`src/design/eth_rx_pkg.sv`:
```
package eth_rx_pkg;

    // Basic widths
    typedef logic [7:0]  byte_t;    // One octet of frame data
    typedef logic [31:0] crc_t;     // CRC-32 register value

    // Byte as it arrives from the PHY side, one per clock
    typedef struct packed {
        byte_t data;                // Received octet
        logic  dv;                  // Data valid
        logic  er;                  // PHY error
    } rx_byte_t;

    // One output stream beat
    typedef struct packed {
        byte_t data;                // Payload octet
        logic  last;                // Final payload byte of the frame
        logic  user;                // Bad frame, only meaningful with last
    } axis_beat_t;

    // How a frame ended
    typedef enum logic [1:0] {
        RX_GOOD    = 2'd0,          // FCS matched, no PHY error
        RX_CRC_BAD = 2'd1,          // FCS mismatch
        RX_PHY_ERR = 2'd2           // er seen, or runt frame
    } rx_status_t;

    // Frame end report from parser to statistics, paired with frame_done
    typedef struct packed {
        rx_status_t status;
    } frame_end_t;

    // Parser FSM
    typedef enum logic [1:0] {
        SEEK_SFD   = 2'd0,          // Hunting for the delimiter
        IN_FRAME   = 2'd1,          // Forwarding payload
        DROP_FRAME = 2'd2           // Discarding rest of an errored frame
    } parser_state_t;

    localparam byte_t ETH_SFD       = 8'hD5;
    localparam crc_t  CRC_INIT      = 32'hFFFF_FFFF;
    localparam crc_t  CRC_POLY_REFL = 32'hEDB8_8320;   // Bit-reversed 0x04C11DB7

endpackage

```
`src/design/crc32_engine.sv`:
```
`timescale 1ns/1ps

module crc32_engine import eth_rx_pkg::*; (
    input  logic  clk,
    input  logic  reset_n,
    input  logic  crc_init,         // Restart at delimiter
    input  logic  crc_en,           // Fold crc_byte into the register
    input  byte_t crc_byte,
    output crc_t  crc_next          // Register value with crc_byte included
);

    crc_t crc_q;                    // Running CRC

    // LSB-first byte update, one shift per bit
    function automatic crc_t crc_byte_update(crc_t crc, byte_t b);
        crc_t c;
        c = crc ^ {24'h0, b};
        for (int i = 0; i < 8; i++) begin
            if (c[0])
                c = (c >> 1) ^ CRC_POLY_REFL;
            else
                c = c >> 1;
        end
        return c;
    endfunction

    // Look-ahead so the parser can compare in the cycle of the last payload byte
    assign crc_next = crc_byte_update(crc_q, crc_byte);

    always_ff @(posedge clk) begin
        if (!reset_n || crc_init) begin
            crc_q <= CRC_INIT;              // Start value for each frame
        end else if (crc_en) begin
            crc_q <= crc_next;
        end
    end

endmodule

```
`src/design/eth_rx_top.sv`:
```
`timescale 1ns/1ps

module eth_rx_top import eth_rx_pkg::*; #(
    parameter int CNT_WIDTH = 16
) (
    input  logic                 clk,
    input  logic                 reset_n,
    input  rx_byte_t             rx_in,             // One byte per clock from the PHY side
    output logic                 m_axis_valid,
    output axis_beat_t           m_axis,
    output logic [CNT_WIDTH-1:0] good_frames,
    output logic [CNT_WIDTH-1:0] crc_err_frames,
    output logic [CNT_WIDTH-1:0] phy_err_frames,
    output logic [CNT_WIDTH-1:0] good_bytes
);

    logic       crc_init;
    logic       crc_en;
    byte_t      crc_byte;
    crc_t       crc_next;
    logic       frame_done;
    frame_end_t frame_end;

    rx_frame_parser rx_frame_parser_i (
        .clk          (clk),
        .reset_n      (reset_n),
        .rx_in        (rx_in),
        .crc_init     (crc_init),
        .crc_en       (crc_en),
        .crc_byte     (crc_byte),
        .crc_next     (crc_next),
        .m_axis_valid (m_axis_valid),
        .m_axis       (m_axis),
        .frame_done   (frame_done),
        .frame_end    (frame_end)
    );

    crc32_engine crc32_engine_i (
        .clk      (clk),
        .reset_n  (reset_n),
        .crc_init (crc_init),
        .crc_en   (crc_en),
        .crc_byte (crc_byte),
        .crc_next (crc_next)
    );

    // Every output beat is one payload byte for the statistics
    rx_frame_stats #(
        .CNT_WIDTH (CNT_WIDTH)
    ) rx_frame_stats_i (
        .clk            (clk),
        .reset_n        (reset_n),
        .beat_valid     (m_axis_valid),
        .beat_last      (m_axis.last),
        .frame_done     (frame_done),
        .frame_end      (frame_end),
        .good_frames    (good_frames),
        .crc_err_frames (crc_err_frames),
        .phy_err_frames (phy_err_frames),
        .good_bytes     (good_bytes)
    );

endmodule

```
`src/design/rx_frame_parser.sv`:
```
`timescale 1ns/1ps

module rx_frame_parser import eth_rx_pkg::*; (
    input  logic       clk,
    input  logic       reset_n,
    input  rx_byte_t   rx_in,
    output logic       crc_init,
    output logic       crc_en,
    output byte_t      crc_byte,
    input  crc_t       crc_next,
    output logic       m_axis_valid,
    output axis_beat_t m_axis,
    output logic       frame_done,
    output frame_end_t frame_end
);

    localparam int DEPTH = 5;       // Four FCS bytes plus the byte being judged

    rx_byte_t      line_q [DEPTH];  // Delay line, [0] newest, [DEPTH-1] oldest
    parser_state_t state_q, state_d;
    logic          armed_q;         // Gap seen at the line tail since last frame
    logic          runt_q;          // Frame just opened has under five bytes
    logic          sfd_hit;
    logic          full_len;
    logic          fcs_ok;
    logic          fcs_phy;
    logic [31:0]   fcs_rx;
    logic          beat_valid_d;
    axis_beat_t    beat_d;
    logic          done_d;
    frame_end_t    end_d;

    // Shift register, flags cleared in reset so no stale dv survives
    always_ff @(posedge clk) begin
        if (!reset_n) begin
            for (int i = 0; i < DEPTH; i++) begin
                line_q[i].dv <= 1'b0;
                line_q[i].er <= 1'b0;
            end
        end else begin
            line_q[0] <= rx_in;
            for (int i = 1; i < DEPTH; i++) begin
                line_q[i] <= line_q[i-1];
            end
        end
    end

    // Delimiter at the tail of the line, only after a dv gap has passed through
    // so FCS or dropped bytes of the previous frame cannot look like a new SFD
    assign sfd_hit = (state_q == SEEK_SFD) && armed_q && line_q[DEPTH-1].dv
                     && (line_q[DEPTH-1].data == ETH_SFD);

    // Bytes 1..4 sit in stages 3..0 and byte 5 is on the input when SFD is at stage 4
    assign full_len = rx_in.dv && line_q[0].dv && line_q[1].dv
                      && line_q[2].dv && line_q[3].dv;

    // FCS goes LSB first, so the oldest of the four is the low byte
    assign fcs_rx  = {line_q[0].data, line_q[1].data, line_q[2].data, line_q[3].data};
    assign fcs_ok  = (fcs_rx == ~crc_next);
    assign fcs_phy = (line_q[0].dv & line_q[0].er) | (line_q[1].dv & line_q[1].er)
                   | (line_q[2].dv & line_q[2].er) | (line_q[3].dv & line_q[3].er);

    assign crc_init = sfd_hit;
    assign crc_byte = line_q[DEPTH-1].data;     // CRC always looks at the byte being emitted

    always_comb begin
        state_d      = state_q;
        beat_valid_d = 1'b0;
        beat_d.data  = line_q[DEPTH-1].data;
        beat_d.last  = 1'b0;
        beat_d.user  = 1'b0;
        done_d       = 1'b0;
        end_d.status = RX_GOOD;
        crc_en       = 1'b0;

        case (state_q)
            SEEK_SFD: begin
                if (sfd_hit)
                    state_d = IN_FRAME;
            end

            IN_FRAME: begin
                if (runt_q) begin
                    // Too short for payload plus FCS, report and emit nothing
                    done_d       = 1'b1;
                    end_d.status = RX_PHY_ERR;
                    state_d      = SEEK_SFD;
                end else begin
                    beat_valid_d = 1'b1;
                    crc_en       = 1'b1;
                    if (line_q[DEPTH-1].dv && line_q[DEPTH-1].er) begin
                        beat_d.last  = 1'b1;    // Errored byte closes the frame
                        beat_d.user  = 1'b1;
                        done_d       = 1'b1;
                        end_d.status = RX_PHY_ERR;
                        // Skip DROP_FRAME when dv is already gone
                        state_d      = rx_in.dv ? DROP_FRAME : SEEK_SFD;
                    end else if (!rx_in.dv) begin
                        // End of frame, stages 0..3 hold the FCS
                        beat_d.last = 1'b1;
                        done_d      = 1'b1;
                        if (fcs_phy)
                            end_d.status = RX_PHY_ERR;
                        else if (!fcs_ok)
                            end_d.status = RX_CRC_BAD;
                        beat_d.user = !(!fcs_phy && fcs_ok);
                        state_d     = SEEK_SFD;
                    end
                end
            end

            DROP_FRAME: begin
                if (!rx_in.dv)
                    state_d = SEEK_SFD;     // Wait out the rest of the bad frame
            end

            default: state_d = SEEK_SFD;
        endcase
    end

    // Control state and strobes
    always_ff @(posedge clk) begin
        if (!reset_n) begin
            state_q      <= SEEK_SFD;
            armed_q      <= 1'b0;
            runt_q       <= 1'b0;
            m_axis_valid <= 1'b0;
            frame_done   <= 1'b0;
        end else begin
            state_q      <= state_d;
            runt_q       <= sfd_hit && !full_len;   // Only high in first IN_FRAME cycle
            m_axis_valid <= beat_valid_d;
            frame_done   <= done_d;
            if (state_q != SEEK_SFD)
                armed_q <= 1'b0;
            else if (!line_q[DEPTH-1].dv)
                armed_q <= 1'b1;                    // Inter-frame gap reached the tail
        end
    end

    // Output register for the payload side
    always_ff @(posedge clk) begin
        m_axis    <= beat_d;
        frame_end <= end_d;
    end

    // A closing beat is a real beat and carries a byte that arrived with dv high
    a_last_needs_valid: assert property (@(posedge clk) disable iff (!reset_n)
        m_axis.last |-> m_axis_valid && $past(line_q[DEPTH-1].dv));

    // Report is registered, so the deciding state is the one a cycle earlier
    a_done_not_seek: assert property (@(posedge clk) disable iff (!reset_n)
        frame_done |-> $past(state_q) != SEEK_SFD);

endmodule

```
`src/design/rx_frame_stats.sv`:
```
`timescale 1ns/1ps

module rx_frame_stats import eth_rx_pkg::*; #(
    parameter int CNT_WIDTH = 16
) (
    input  logic                 clk,
    input  logic                 reset_n,
    input  logic                 beat_valid,
    input  logic                 beat_last,
    input  logic                 frame_done,
    input  frame_end_t           frame_end,
    output logic [CNT_WIDTH-1:0] good_frames,
    output logic [CNT_WIDTH-1:0] crc_err_frames,
    output logic [CNT_WIDTH-1:0] phy_err_frames,
    output logic [CNT_WIDTH-1:0] good_bytes
);

    typedef logic [CNT_WIDTH-1:0] cnt_t;

    cnt_t acc_q;                    // Beats of the frame in progress
    cnt_t frame_bytes;              // Frame total including this cycle's beat

    // Last beat and frame_done share a cycle, so count that beat too
    assign frame_bytes = acc_q + cnt_t'(beat_valid);

    always_ff @(posedge clk) begin
        if (!reset_n) begin
            acc_q          <= '0;
            good_frames    <= '0;
            crc_err_frames <= '0;
            phy_err_frames <= '0;
            good_bytes     <= '0;
        end else begin
            if (frame_done || (beat_valid && beat_last))
                acc_q <= '0;                        // Next frame starts from zero
            else if (beat_valid)
                acc_q <= acc_q + 1'b1;

            if (frame_done) begin
                case (frame_end.status)
                    RX_GOOD: begin
                        good_frames <= good_frames + 1'b1;
                        good_bytes  <= good_bytes + frame_bytes;   // Wraps
                    end
                    RX_CRC_BAD: crc_err_frames <= crc_err_frames + 1'b1;
                    RX_PHY_ERR: phy_err_frames <= phy_err_frames + 1'b1;
                    default: ;
                endcase
            end
        end
    end

    a_status_legal: assert property (@(posedge clk) disable iff (!reset_n)
        frame_done |-> frame_end.status inside {RX_GOOD, RX_CRC_BAD, RX_PHY_ERR});

endmodule

```
`config.mk`:
```
export PLATFORM = sky130hd
export DESIGN_NAME = eth_rx_top
export DESIGN_NICKNAME = d
export VERILOG_FILES = /design/src/design/eth_rx_pkg.sv /design/src/design/crc32_engine.sv /design/src/design/eth_rx_top.sv /design/src/design/rx_frame_parser.sv /design/src/design/rx_frame_stats.sv
export SDC_FILE = /design/constraint.sdc
export NUM_CORES = 1
export LEC_CHECK = 0
export ABC_CLOCK_PERIOD_IN_PS = 6880
export CORE_UTILIZATION = 54
export DETAILED_ROUTE_END_ITERATION = 8
export DONT_BUFFER_PORTS = 1
export GPL_TIMING_DRIVEN = 0
export PLACE_DENSITY_LB_ADDON = 0.08
export SLEW_MARGIN = 20
export SYNTH_ARGS = -nofsm -noshare
export SYNTH_HDL_FRONTEND = slang
export SYNTH_SLANG_ARGS = --single-unit
```
`constraint.sdc`:
```
create_clock -name clk -period 6.88 [get_ports clk]
set_input_delay 0.344 -clock clk [delete_from_list [all_inputs] [get_ports clk]]
set_output_delay 0.344 -clock clk [all_outputs]
set_load 0.01 [all_outputs]
```
# Word-level counts from Yosys, hierarchy flattened
# Memory sizes are Yosys's and may differ from the RTL's.
# Cells that the tools add are included.
# W data, S select, Z words.
# classes
addsub	6
eq_ne	7
muxes	33
bitwise_logic	24
reduce_logical	28
# ops
cell	n
$mux W32	8
$not A13 Y14	8
$add A16 B1 Y16 const B	4
$eq A32 B32 Y1	1
$mux W2	16
$not A32 Y32	1
$xor A32 B8 Y32	1
$add A16 B1 Y16	1
$add A16 B16 Y16	1
$logic_and A1 B1 Y1	11
$eq A8 B8 Y1 const B	1
$mux W1	8
$or A1 B1 Y1	8
$reduce_and A2 Y1	4
$pmux W2 S3	1
$reduce_or A2 Y1	3
$reduce_or A5 Y1	1
$and A1 B1 Y1	4
$eq A2 B1 Y1 const B	2
$eq A2 B2 Y1 const B	2
$logic_not A1 Y1	4
$logic_not A2 Y1	2
$logic_or A1 B1 Y1	2
$ne A2 B1 Y1 const B	1
other kinds (2)	3
# totals
regBits	130
ram_bits	50
input_bits	12
output_inout_bits	75
word_cells	115
mem_count	1
# memory_table
memory	depth	width	read_ports	rd_ports_with_merged_regs	wr	line_no	source
rx_frame_parser_i.line_q	5	10	5	0	5	rx_frame_parser.sv:19	rx_byte_t line_q [DEPTH];

# Logic depth before layout (Yosys ltp)
# Gate-level depths: netlist of the first run.
# An unclocked memory read counts as a cell.
# depth
depth_word	25
ltp_mapped	13
mapped_depth_nobuf	12

# Modules after synthesis
# A second synthesis of the first run with hierarchy kept.
# unflattened
hier_cells	855
area_unflattened_um2	8630.8
# modules_own_cells
module	instances	cells_per_inst	area_per_inst_um2	seq_area_each_um2
rx_frame_stats	1	496	4280.4	1601.5
rx_frame_parser	1	162	2419.8	1761.7
crc32_engine	1	197	1930.6	640.6

# Least setup slack after synthesis of the first run
# No wires, ideal clock.
# synth_timing
path_kind	reg2reg
start	register rx_frame_parser_i.m_axis_valid
end	register rx_frame_stats_i.good_bytes[15]
setup_time_ns	0.072
arrival_time_ns	2.804
required_ns	6.808
slack_ns	4.004
path_stages_with_launch	12
n_path_buf	1
cell_sequence	dfxtp_1 -> clkbuf_1 -> inv_1 -> fa_1 -> nand2b_1 -> a21oi_1 -> nor4_1 -> o311ai_0 -> o211ai_1 -> o21ai_0 -> mux2i_1 -> mux2i_1
# synth_between
elab_chain_cells	2
# synth_lines
item	line_no	source
start, declared	rx_frame_parser.sv:11	output logic m_axis_valid,
start signal, assigned	rx_frame_parser.sv:132	m_axis_valid <= beat_valid_d;
$add A16 B1 Y16	rx_frame_stats.sv:24	assign frame_bytes = acc_q + cnt_t'(beat_valid);
$add A16 B16 Y16	rx_frame_stats.sv:43	good_bytes <= good_bytes + frame_bytes;
end signal, assigned	rx_frame_stats.sv:43	
end, declared	rx_frame_stats.sv:15	output logic [CNT_WIDTH-1:0] good_bytes
# No other way between the ends.
# A chain may end at the register's enable or synchronous reset.

==> results of run 1 <==
stage by stage:
stage	area, um2	std cells	util (%)	hold WS, ps
4_1_cts	9633	1090	62.44	9.658
3_5_place_dp	8912	1049	57.77	433.6
6_report	9633	1090	62.44	28.30
2_1_floorplan	8648	838	-	415.7
3_3_place_gp	8912	1049	57.77	426.9
5_1_grt	9633	1090	62.44	4.345
cell type report:
| type | count | area (um2) | area share [%] |
|---|---|---|---|
| Multi-Input combinational cell | 613 | 4472 | 46.42 |
| Clock buffer | 23 | 520.5 | 5.403 |
| Tap cell | 211 | 264.0 | 2.741 |
| Buffer | 33 | 127.6 | 1.325 |
| Timing Repair Buffer | 9 | 90.09 | 0.9352 |
| Clock inverter | 9 | 110.1 | 1.143 |
| Inverter | 12 | 45.04 | 0.4676 |
| Sequential cell | 180 | 4004 | 41.56 |
placed cells by master, fill, tap and decap left out, types with 3 or more instances in the layout:
cell type	synthesis	layout
xnor2_4	4	4
xor2_1	77	77
and4_1	5	5
a21boi_0	3	3
xnor2_2	8	8
nand3b_1	3	3
inv_1	11	11
a211oi_1	3	3
mux2i_1	9	9
nor4b_1	3	3
and2_1	17	17
o21ai_0	13	13
clkbuf_16	0	19
dfxtp_1	140	140
a211o_1	3	3
nor3_1	10	10
nand2b_1	8	8
or3_1	10	10
inv_6	0	3
edfxtp_1	40	40
nor2_1	85	85
nor4_1	3	3
a21oi_1	27	27
nand3_1	29	29
a31oi_1	3	3
dlygate4sd3_1	0	9
clkbuf_1	31	32
nand4_1	9	9
clkbuf_8	0	3
o211ai_1	32	32
nand2_1	94	94
xnor3_1	16	16
xnor2_1	67	67
ha_1	18	18
and3_1	17	17
a21o_1	3	3
cells by family after synthesis:
family,after synthesis
AND/OR/NAND/NOR,305
multiplexers,9
AO/OA/AOI/OAI,102
adder cells (fa/ha/maj),20
XOR/XNOR,177
buffers and inverters,45
flip-flops,180
flip-flops by register name, summed over array words and instances (netlist names), 2 cells and up:
register	count
rx_frame_parser_i.line_q	50
crc32_engine_i.crc_q	32
rx_frame_stats_i.acc_q	16
rx_frame_stats_i.crc_err_frames	16
rx_frame_stats_i.good_bytes	16
rx_frame_stats_i.good_frames	16
rx_frame_stats_i.phy_err_frames	16
rx_frame_parser_i.m_axis	10
rx_frame_parser_i.frame_end	2
rx_frame_parser_i.state_q	2
critical path, cell delays in order (launching register included):
cell	delay [ps]
edfxtp_1	480
xnor2_2	660
xnor2_2	330
xnor2_1	540
xor2_1	130
a2111oi_0	700
nand4_1	190
nor4_2	380
a21boi_1	130
power breakdown:
part           internal, mW  switching (mW)
combinational        0.0951           0.114
clock                 0.611           0.410
sequential             1.10          0.0204
total                  1.81           0.544
timing repair:
action / in CTS / in global routing
endpoints found under the hold margin: 9 / 0
gates resized for setup: 0 / 0
hold buffers: 9 / 0
setup endpoints to repair: 0 / 0
worst paths after layout:
kind	startpoint	end
max	rx_frame_parser_i.line_q[0][48]$_DFFE_PP_	rx_frame_parser_i.m_axis[0]$_SDFF_PN0_
min	reset_n	rx_frame_parser_i.line_q[0][3]$_DFFE_PP_
max reg2reg	rx_frame_parser_i.line_q[0][48]$_DFFE_PP_	rx_frame_parser_i.m_axis[0]$_SDFF_PN0_
min reg2reg	rx_frame_parser_i.line_q[0][44]$_DFFE_PP_	rx_frame_parser_i.m_axis[4]$_DFF_P_
routing by layer:
metal / global-route usage, % / vias to the layer above / part of all wire (%)
li1: - / 2946 / -
met1: 29.24 / 2954 / 42
met2: 43.37 / 160 / 51
met3: 5.780 / 23 / 5.2
met4: 8.927 / 0 / 2.0
met5: 0 / - / 0
==> impl_metrics.py, run 1 <==
metrics = {
    "setup_path": {
        "worstPathRequired_ps": 7170,
        "start_kind": "flop",
        "rr_worst_depth": 8,
        "crit_fanout": 9,
        "criticalPathCategory": "flop to flop",
        "reg2reg_slack_ps": 3190,
        "worst_ep_arrival_time_ps": 3990,
        "setup.worst_path.end_class": "flop",
    },
    "route": {
        "dr.pass1.iters": 5,
        "post_drt_wl_per_cell_um": 17.64,
        "postRouteAntennaNets": 0,
        "wirelength_mm": 19.23,
        "route.detailed.drc": 0,
        "dr_total_vias": 6083,
        "first_iter_violations": 325,
        "vias_per_cell": 5.581,
    },
    "yosys": {
        "netlist_instances": 838,
        "synth_xor_area_share_pct": 22.84,
        "ys_seq_elements": 180,
        "synth_mux_area_share_pct": 1.042,
        "synth_compound_area_share_pct": 7.841,
        "synth.most_common_cell": "dfxtp_1",
        "synth.area.top_cells": "dfxtp_1 32%, edfxtp_1 14%, xor2_1 7.8%, xnor2_1 6.8%, xnor3_1 4.2%",
        "synth_fa_ha_area_share_pct": 3.067,
        "synth_nets": 870,
        "yosys_warnings": 0,
        "ys_seq_area_share_pct": 46.30,
        "synth.distinct_cells": 60,
        "synth_top_cells_by_count": "140 x dfxtp_1, 94 x nand2_1, 85 x nor2_1, 77 x xor2_1, 67 x xnor2_1",
        "yosysTopAreaCell": "dfxtp_1",
        "synthFlopType": "dfxtp_1",
        "synthArstFlopShare_pct": 0,
        "synth_area_um2": 8648,
        "synth_top_family_by_area": "XOR/XNOR gates",
        "synth_area_per_cell_um2": 10.32,
        "synth_top_area_share_pct": 32.41,
        "synth_edf_count": 40,
        "synth_simple_gate_area_share_pct": 16.91,
    },
    "global_routing": {
        "grt_util_all_layers_pct": 24.61,
        "antenna_found_initial": 0,
        "grt_max_degree": 43,
        "grt_first_pass_wirelength_mm": 30.99,
        "grt-ovfl-total": 0,
        "first_global_vias": 6038,
    },
    "sta": {
        "fin_skew_ps": 9.125,
        "fmax_ghz": 0.2708,
        "rsz0062_at_grt": "no",
        "relSlewSlack_pct": 46.79,
        "tns_ps": 0,
        "hold_violations": 0,
        "slew_viol_final": 0,
        "timing.final.ws_setup_ps": 3187,
        "period_needed_ps": 3693,
        "worst_pin_slew_ps": 794.2,
        "finalCritPeriodShare_pct": 53.68,
        "setup_violations": 0,
    },
    "clocking": {
        "clock_latency_ps": 430,
        "cts_buffers": 17,
        "clk_root_buffer_cell": "clkbuf_16",
        "cts_tree": "built",
        "h-tree-depth": 4,
        "cts_buffer_depth": 2,
        "cts.clk_slew.worst_paths_ps": 60,
        "post_cts_buffers": 0,
        "cts_sinks": 180,
    },
    "power_and_ir_drop": {
        "cellLeakagePower_nw": 3.895,
        "power_mw": 2.353,
        "irDropWorstVdd_uv": 176.0,
        "power_density_nw_per_um2": 244.3,
    },
    "finish": {
        "final_nets": 898,
        "fill_cells": 1286,
        "layout-drive-gt1-share_pct": 6.030,
        "area_growth_pct": 11.39,
        "n_antenna_cell": 0,
    },
    "status": {
        "status": "finished, final reports clean",
    },
    "placed_design": {
        "hpwlAfterDp_mm": 13.79,
        "io_buffers": 0,
        "place_ws_ps": 3283,
        "gp_congestion": 0.9333,
    },
    "die": {
        "boundaryPins": 87,
        "die_w_um": 128.6,
        "start_util_pct": 56.06,
        "die_h_um": 128.6,
        "core-area_um2": 15430,
        "num_rows": 45,
        "die_area_um2": 16530,
    },
    "hold_path": {
        "hold_path_class": "input port to flop",
        "hold_path_depth": 0,
    },
    "run": {
        "drv_cap": 0,
    },
}
(Power assumes the default switching activity.)
==> inputs of run 2 (changes only) <==
--- a/config.mk
+++ b/config.mk
@@ -5,7 +5,7 @@
 export SDC_FILE = /design/constraint.sdc
 export NUM_CORES = 1
 export LEC_CHECK = 0
-export ABC_CLOCK_PERIOD_IN_PS = 6880
+export ABC_CLOCK_PERIOD_IN_PS = 3700
 export CORE_UTILIZATION = 54
 export DETAILED_ROUTE_END_ITERATION = 8
 export DONT_BUFFER_PORTS = 1
==> constraint.sdc (replaced) <==
create_clock -name clk -period 3.7 [get_ports clk]
set_input_delay 0.185 -clock clk [delete_from_list [all_inputs] [get_ports clk]]
set_output_delay 0.185 -clock clk [all_outputs]
set_load 0.01 [all_outputs]
==> impl_metrics.py, run 2 (synthesized netlist as in run 1, its figures left out) <==
metrics = {
    "status": {
        "status": "finished, final reports clean",
    },
    "setup_path": {
        "crit_family": "compound AO/OA/AOI/OAI gates",
        "reg2reg_from": "rx_frame_parser_i.line_q[0][44]$_DFFE_PP_",
        "rr_worst_depth": 8,
        "worstPathRequired_ps": 3990,
        "setup.worst_path.end_class": "flop",
        "path_buf_inv": 1,
        "slowest_stage": "clkbuf_1",
        "criticalPathCategory": "flop to flop",
        "crit_fanout": 10,
        "worst_ep_arrival_time_ps": 3790,
        "start_kind": "flop",
        "timing.rr.end": "rx_frame_parser_i.m_axis[0]$_SDFF_PN0_",
        "cpPeakStageDelay_ps": 590,
        "crit_path_cell_trace": "xnor2_2 > clkbuf_1 > xnor3_1 > a211o_1 > a2111oi_0 > nand4_1 > nor4_2 > a21boi_1",
        "reg2reg_slack_ps": 210,
    },
    "route": {
        "first_iter_violations": 318,
        "post_drt_wl_per_cell_um": 17.74,
        "dr_total_vias": 6102,
        "wirelength_mm": 19.37,
        "dr.pass1.iters": 5,
        "postRouteAntennaNets": 0,
        "route.detailed.drc": 0,
        "vias_per_cell": 5.588,
    },
    "sta": {
        "period_needed_ps": 3495,
        "rsz0062_at_grt": "no",
        "fin_skew_ps": 8.012,
        "hold_violations": 0,
        "tns_ps": 0,
        "finalCritPeriodShare_pct": 94.46,
        "setup_violations": 0,
        "worst_pin_slew_ps": 735.1,
        "fmax_ghz": 0.2861,
        "slew_viol_final": 0,
        "relSlewSlack_pct": 50.76,
    },
    "finish": {
        "n_antenna_cell": 0,
        "layout-drive-gt1-share_pct": 6.129,
        "fill_cells": 1281,
        "area_growth_pct": 11.86,
        "largest_register_ff_count": 50,
        "layout_commonest_cell": "dfxtp_1",
        "design_area_um2": 9674,
        "regMostFlops": "rx_frame_parser_i.line_q",
        "final_nets": 900,
        "layout_common_cells": "140 x dfxtp_1, 94 x nand2_1, 85 x nor2_1",
        "largestRegisters": "rx_frame_parser_i.line_q x50, crc32_engine_i.crc_q x32",
    },
    "placed_design": {
        "hpwlAfterDp_mm": 13.79,
        "gp_congestion": 0.9333,
        "post_dp_cell_area_um2": 8912,
        "io_buffers": 0,
    },
    "hold_path": {
        "hold_path_class": "input port to flop",
        "min-delay-start": "reset_n",
        "hold_path_depth": 2,
        "hold_path_end": "rx_frame_parser_i.runt_q$_SDFF_PN0_",
    },
    "die": {
        "die_h_um": 128.6,
        "core-area_um2": 15430,
        "die_area_um2": 16530,
        "num_rows": 45,
        "die_w_um": 128.6,
        "start_util_pct": 56.06,
        "boundaryPins": 87,
    },
    "clocking": {
        "cts_tree": "built",
        "h-tree-depth": 4,
        "cts.clk_slew.worst_paths_ps": 70,
        "clk_root_buffer_cell": "clkbuf_16",
        "cts_buffers": 17,
        "cts_buffer_depth": 2,
        "clock_latency_ps": 430,
        "cts_sinks": 180,
        "post_cts_buffers": 0,
    },
    "power_and_ir_drop": {
        "irDropWorstVdd_uv": 324.4,
        "power_mw": 4.394,
        "cellLeakagePower_nw": 3.911,
        "power_density_nw_per_um2": 454.2,
    },
    "global_routing": {
        "first_global_vias": 6060,
        "grt_first_pass_wirelength_mm": 31.19,
        "grt_max_degree": 41,
        "grt_util_all_layers_pct": 24.80,
        "antenna_found_initial": 0,
        "grt-ovfl-total": 0,
    },
    "run": {
        "drv_cap": 0,
    },
}
## run 2: changes by cell type in the layout (fill, tap and decap cells not counted)
cell / previous run / this run
o311ai_1: 0 / 1
dlygate4sd3_1: 9 / 10
xnor2_4: 4 / 5
xnor2_2: 8 / 7
o311ai_0: 1 / 0
buf_12: 0 / 1
## run 2: what timing repair did
item	in CTS	in global routing
endpoints found under the hold margin	54	0
resized for setup	0	2
hold buffers	11	0
setup endpoints to repair	0	3
## run 2: worst max path at each step
stage | cells past startpoint | slack, ps | startpoint | endpoint
finish | 8 | 210 | rx_frame_parser_i.line_q[0][44]$_DFFE_PP_ | rx_frame_parser_i.m_axis[0]$_SDFF_PN0_
global route | 11 | 9 | rx_frame_parser_i.m_axis_valid$_SDFF_PN0_ | rx_frame_stats_i.good_bytes[15]$_SDFFE_PN0P_
CTS | 8 | 60 | rx_frame_parser_i.line_q[0][48]$_DFFE_PP_ | rx_frame_parser_i.m_axis[0]$_SDFF_PN0_
detailed placement | 8 | 100 | rx_frame_parser_i.line_q[0][48]$_DFFE_PP_ | rx_frame_parser_i.m_axis[0]$_SDFF_PN0_
global placement | 8 | 120 | rx_frame_parser_i.line_q[0][48]$_DFFE_PP_ | rx_frame_parser_i.m_axis[0]$_SDFF_PN0_
floorplan | 11 | 820 | rx_frame_parser_i.m_axis_valid$_SDFF_PN0_ | rx_frame_stats_i.good_bytes[15]$_SDFFE_PN0P_
## run 2: report_power, final
group | total, mW | internal [mW] | switching (mW)
clock | 1.90 | 1.14 | 0.768
sequential | 2.09 | 2.05 | 0.0386
combinational | 0.401 | 0.180 | 0.221
## run 2: metal layers
metal | up-vias | GRT usage [%] | wire length [um]
li1 | 2948 | - | -
met1 | 2963 | 29.62 | 8275
met2 | 162 | 43.59 | 9775
met3 | 29 | 5.655 | 906
met4 | 0 | 9.135 | 412
met5 | - | 0 | 0
## run 2: area by class of cell
cell class                 count  area (um2)  share of cell area, %
multi-input combinational    613        4483                  46.34
sequential                   180        4004                  41.39
clock buffer                  23       520.5                  5.380
tap                          211       264.0                  2.729
buffer                        33       127.6                  1.319
timing repair buffer          11       120.1                  1.242
clock inverter                 9       110.1                  1.138
inverter                      12       45.04                 0.4656
## run 2: through the flow
stage / utilization, % / hold WS, ps / std cells / setup WS (ps)
6_report: 62.71 / 16.82 / 1092 / 205.1
5_1_grt: 62.71 / 31.63 / 1092 / 8.672
4_1_cts: 62.64 / 3.815 / 1092 / 61.12
3_5_place_dp: 57.77 / 274.6 / 1049 / 103.1
3_3_place_gp: 57.77 / 267.9 / 1049 / 116.3
2_1_floorplan: - / 263.5 / 838 / 824.0
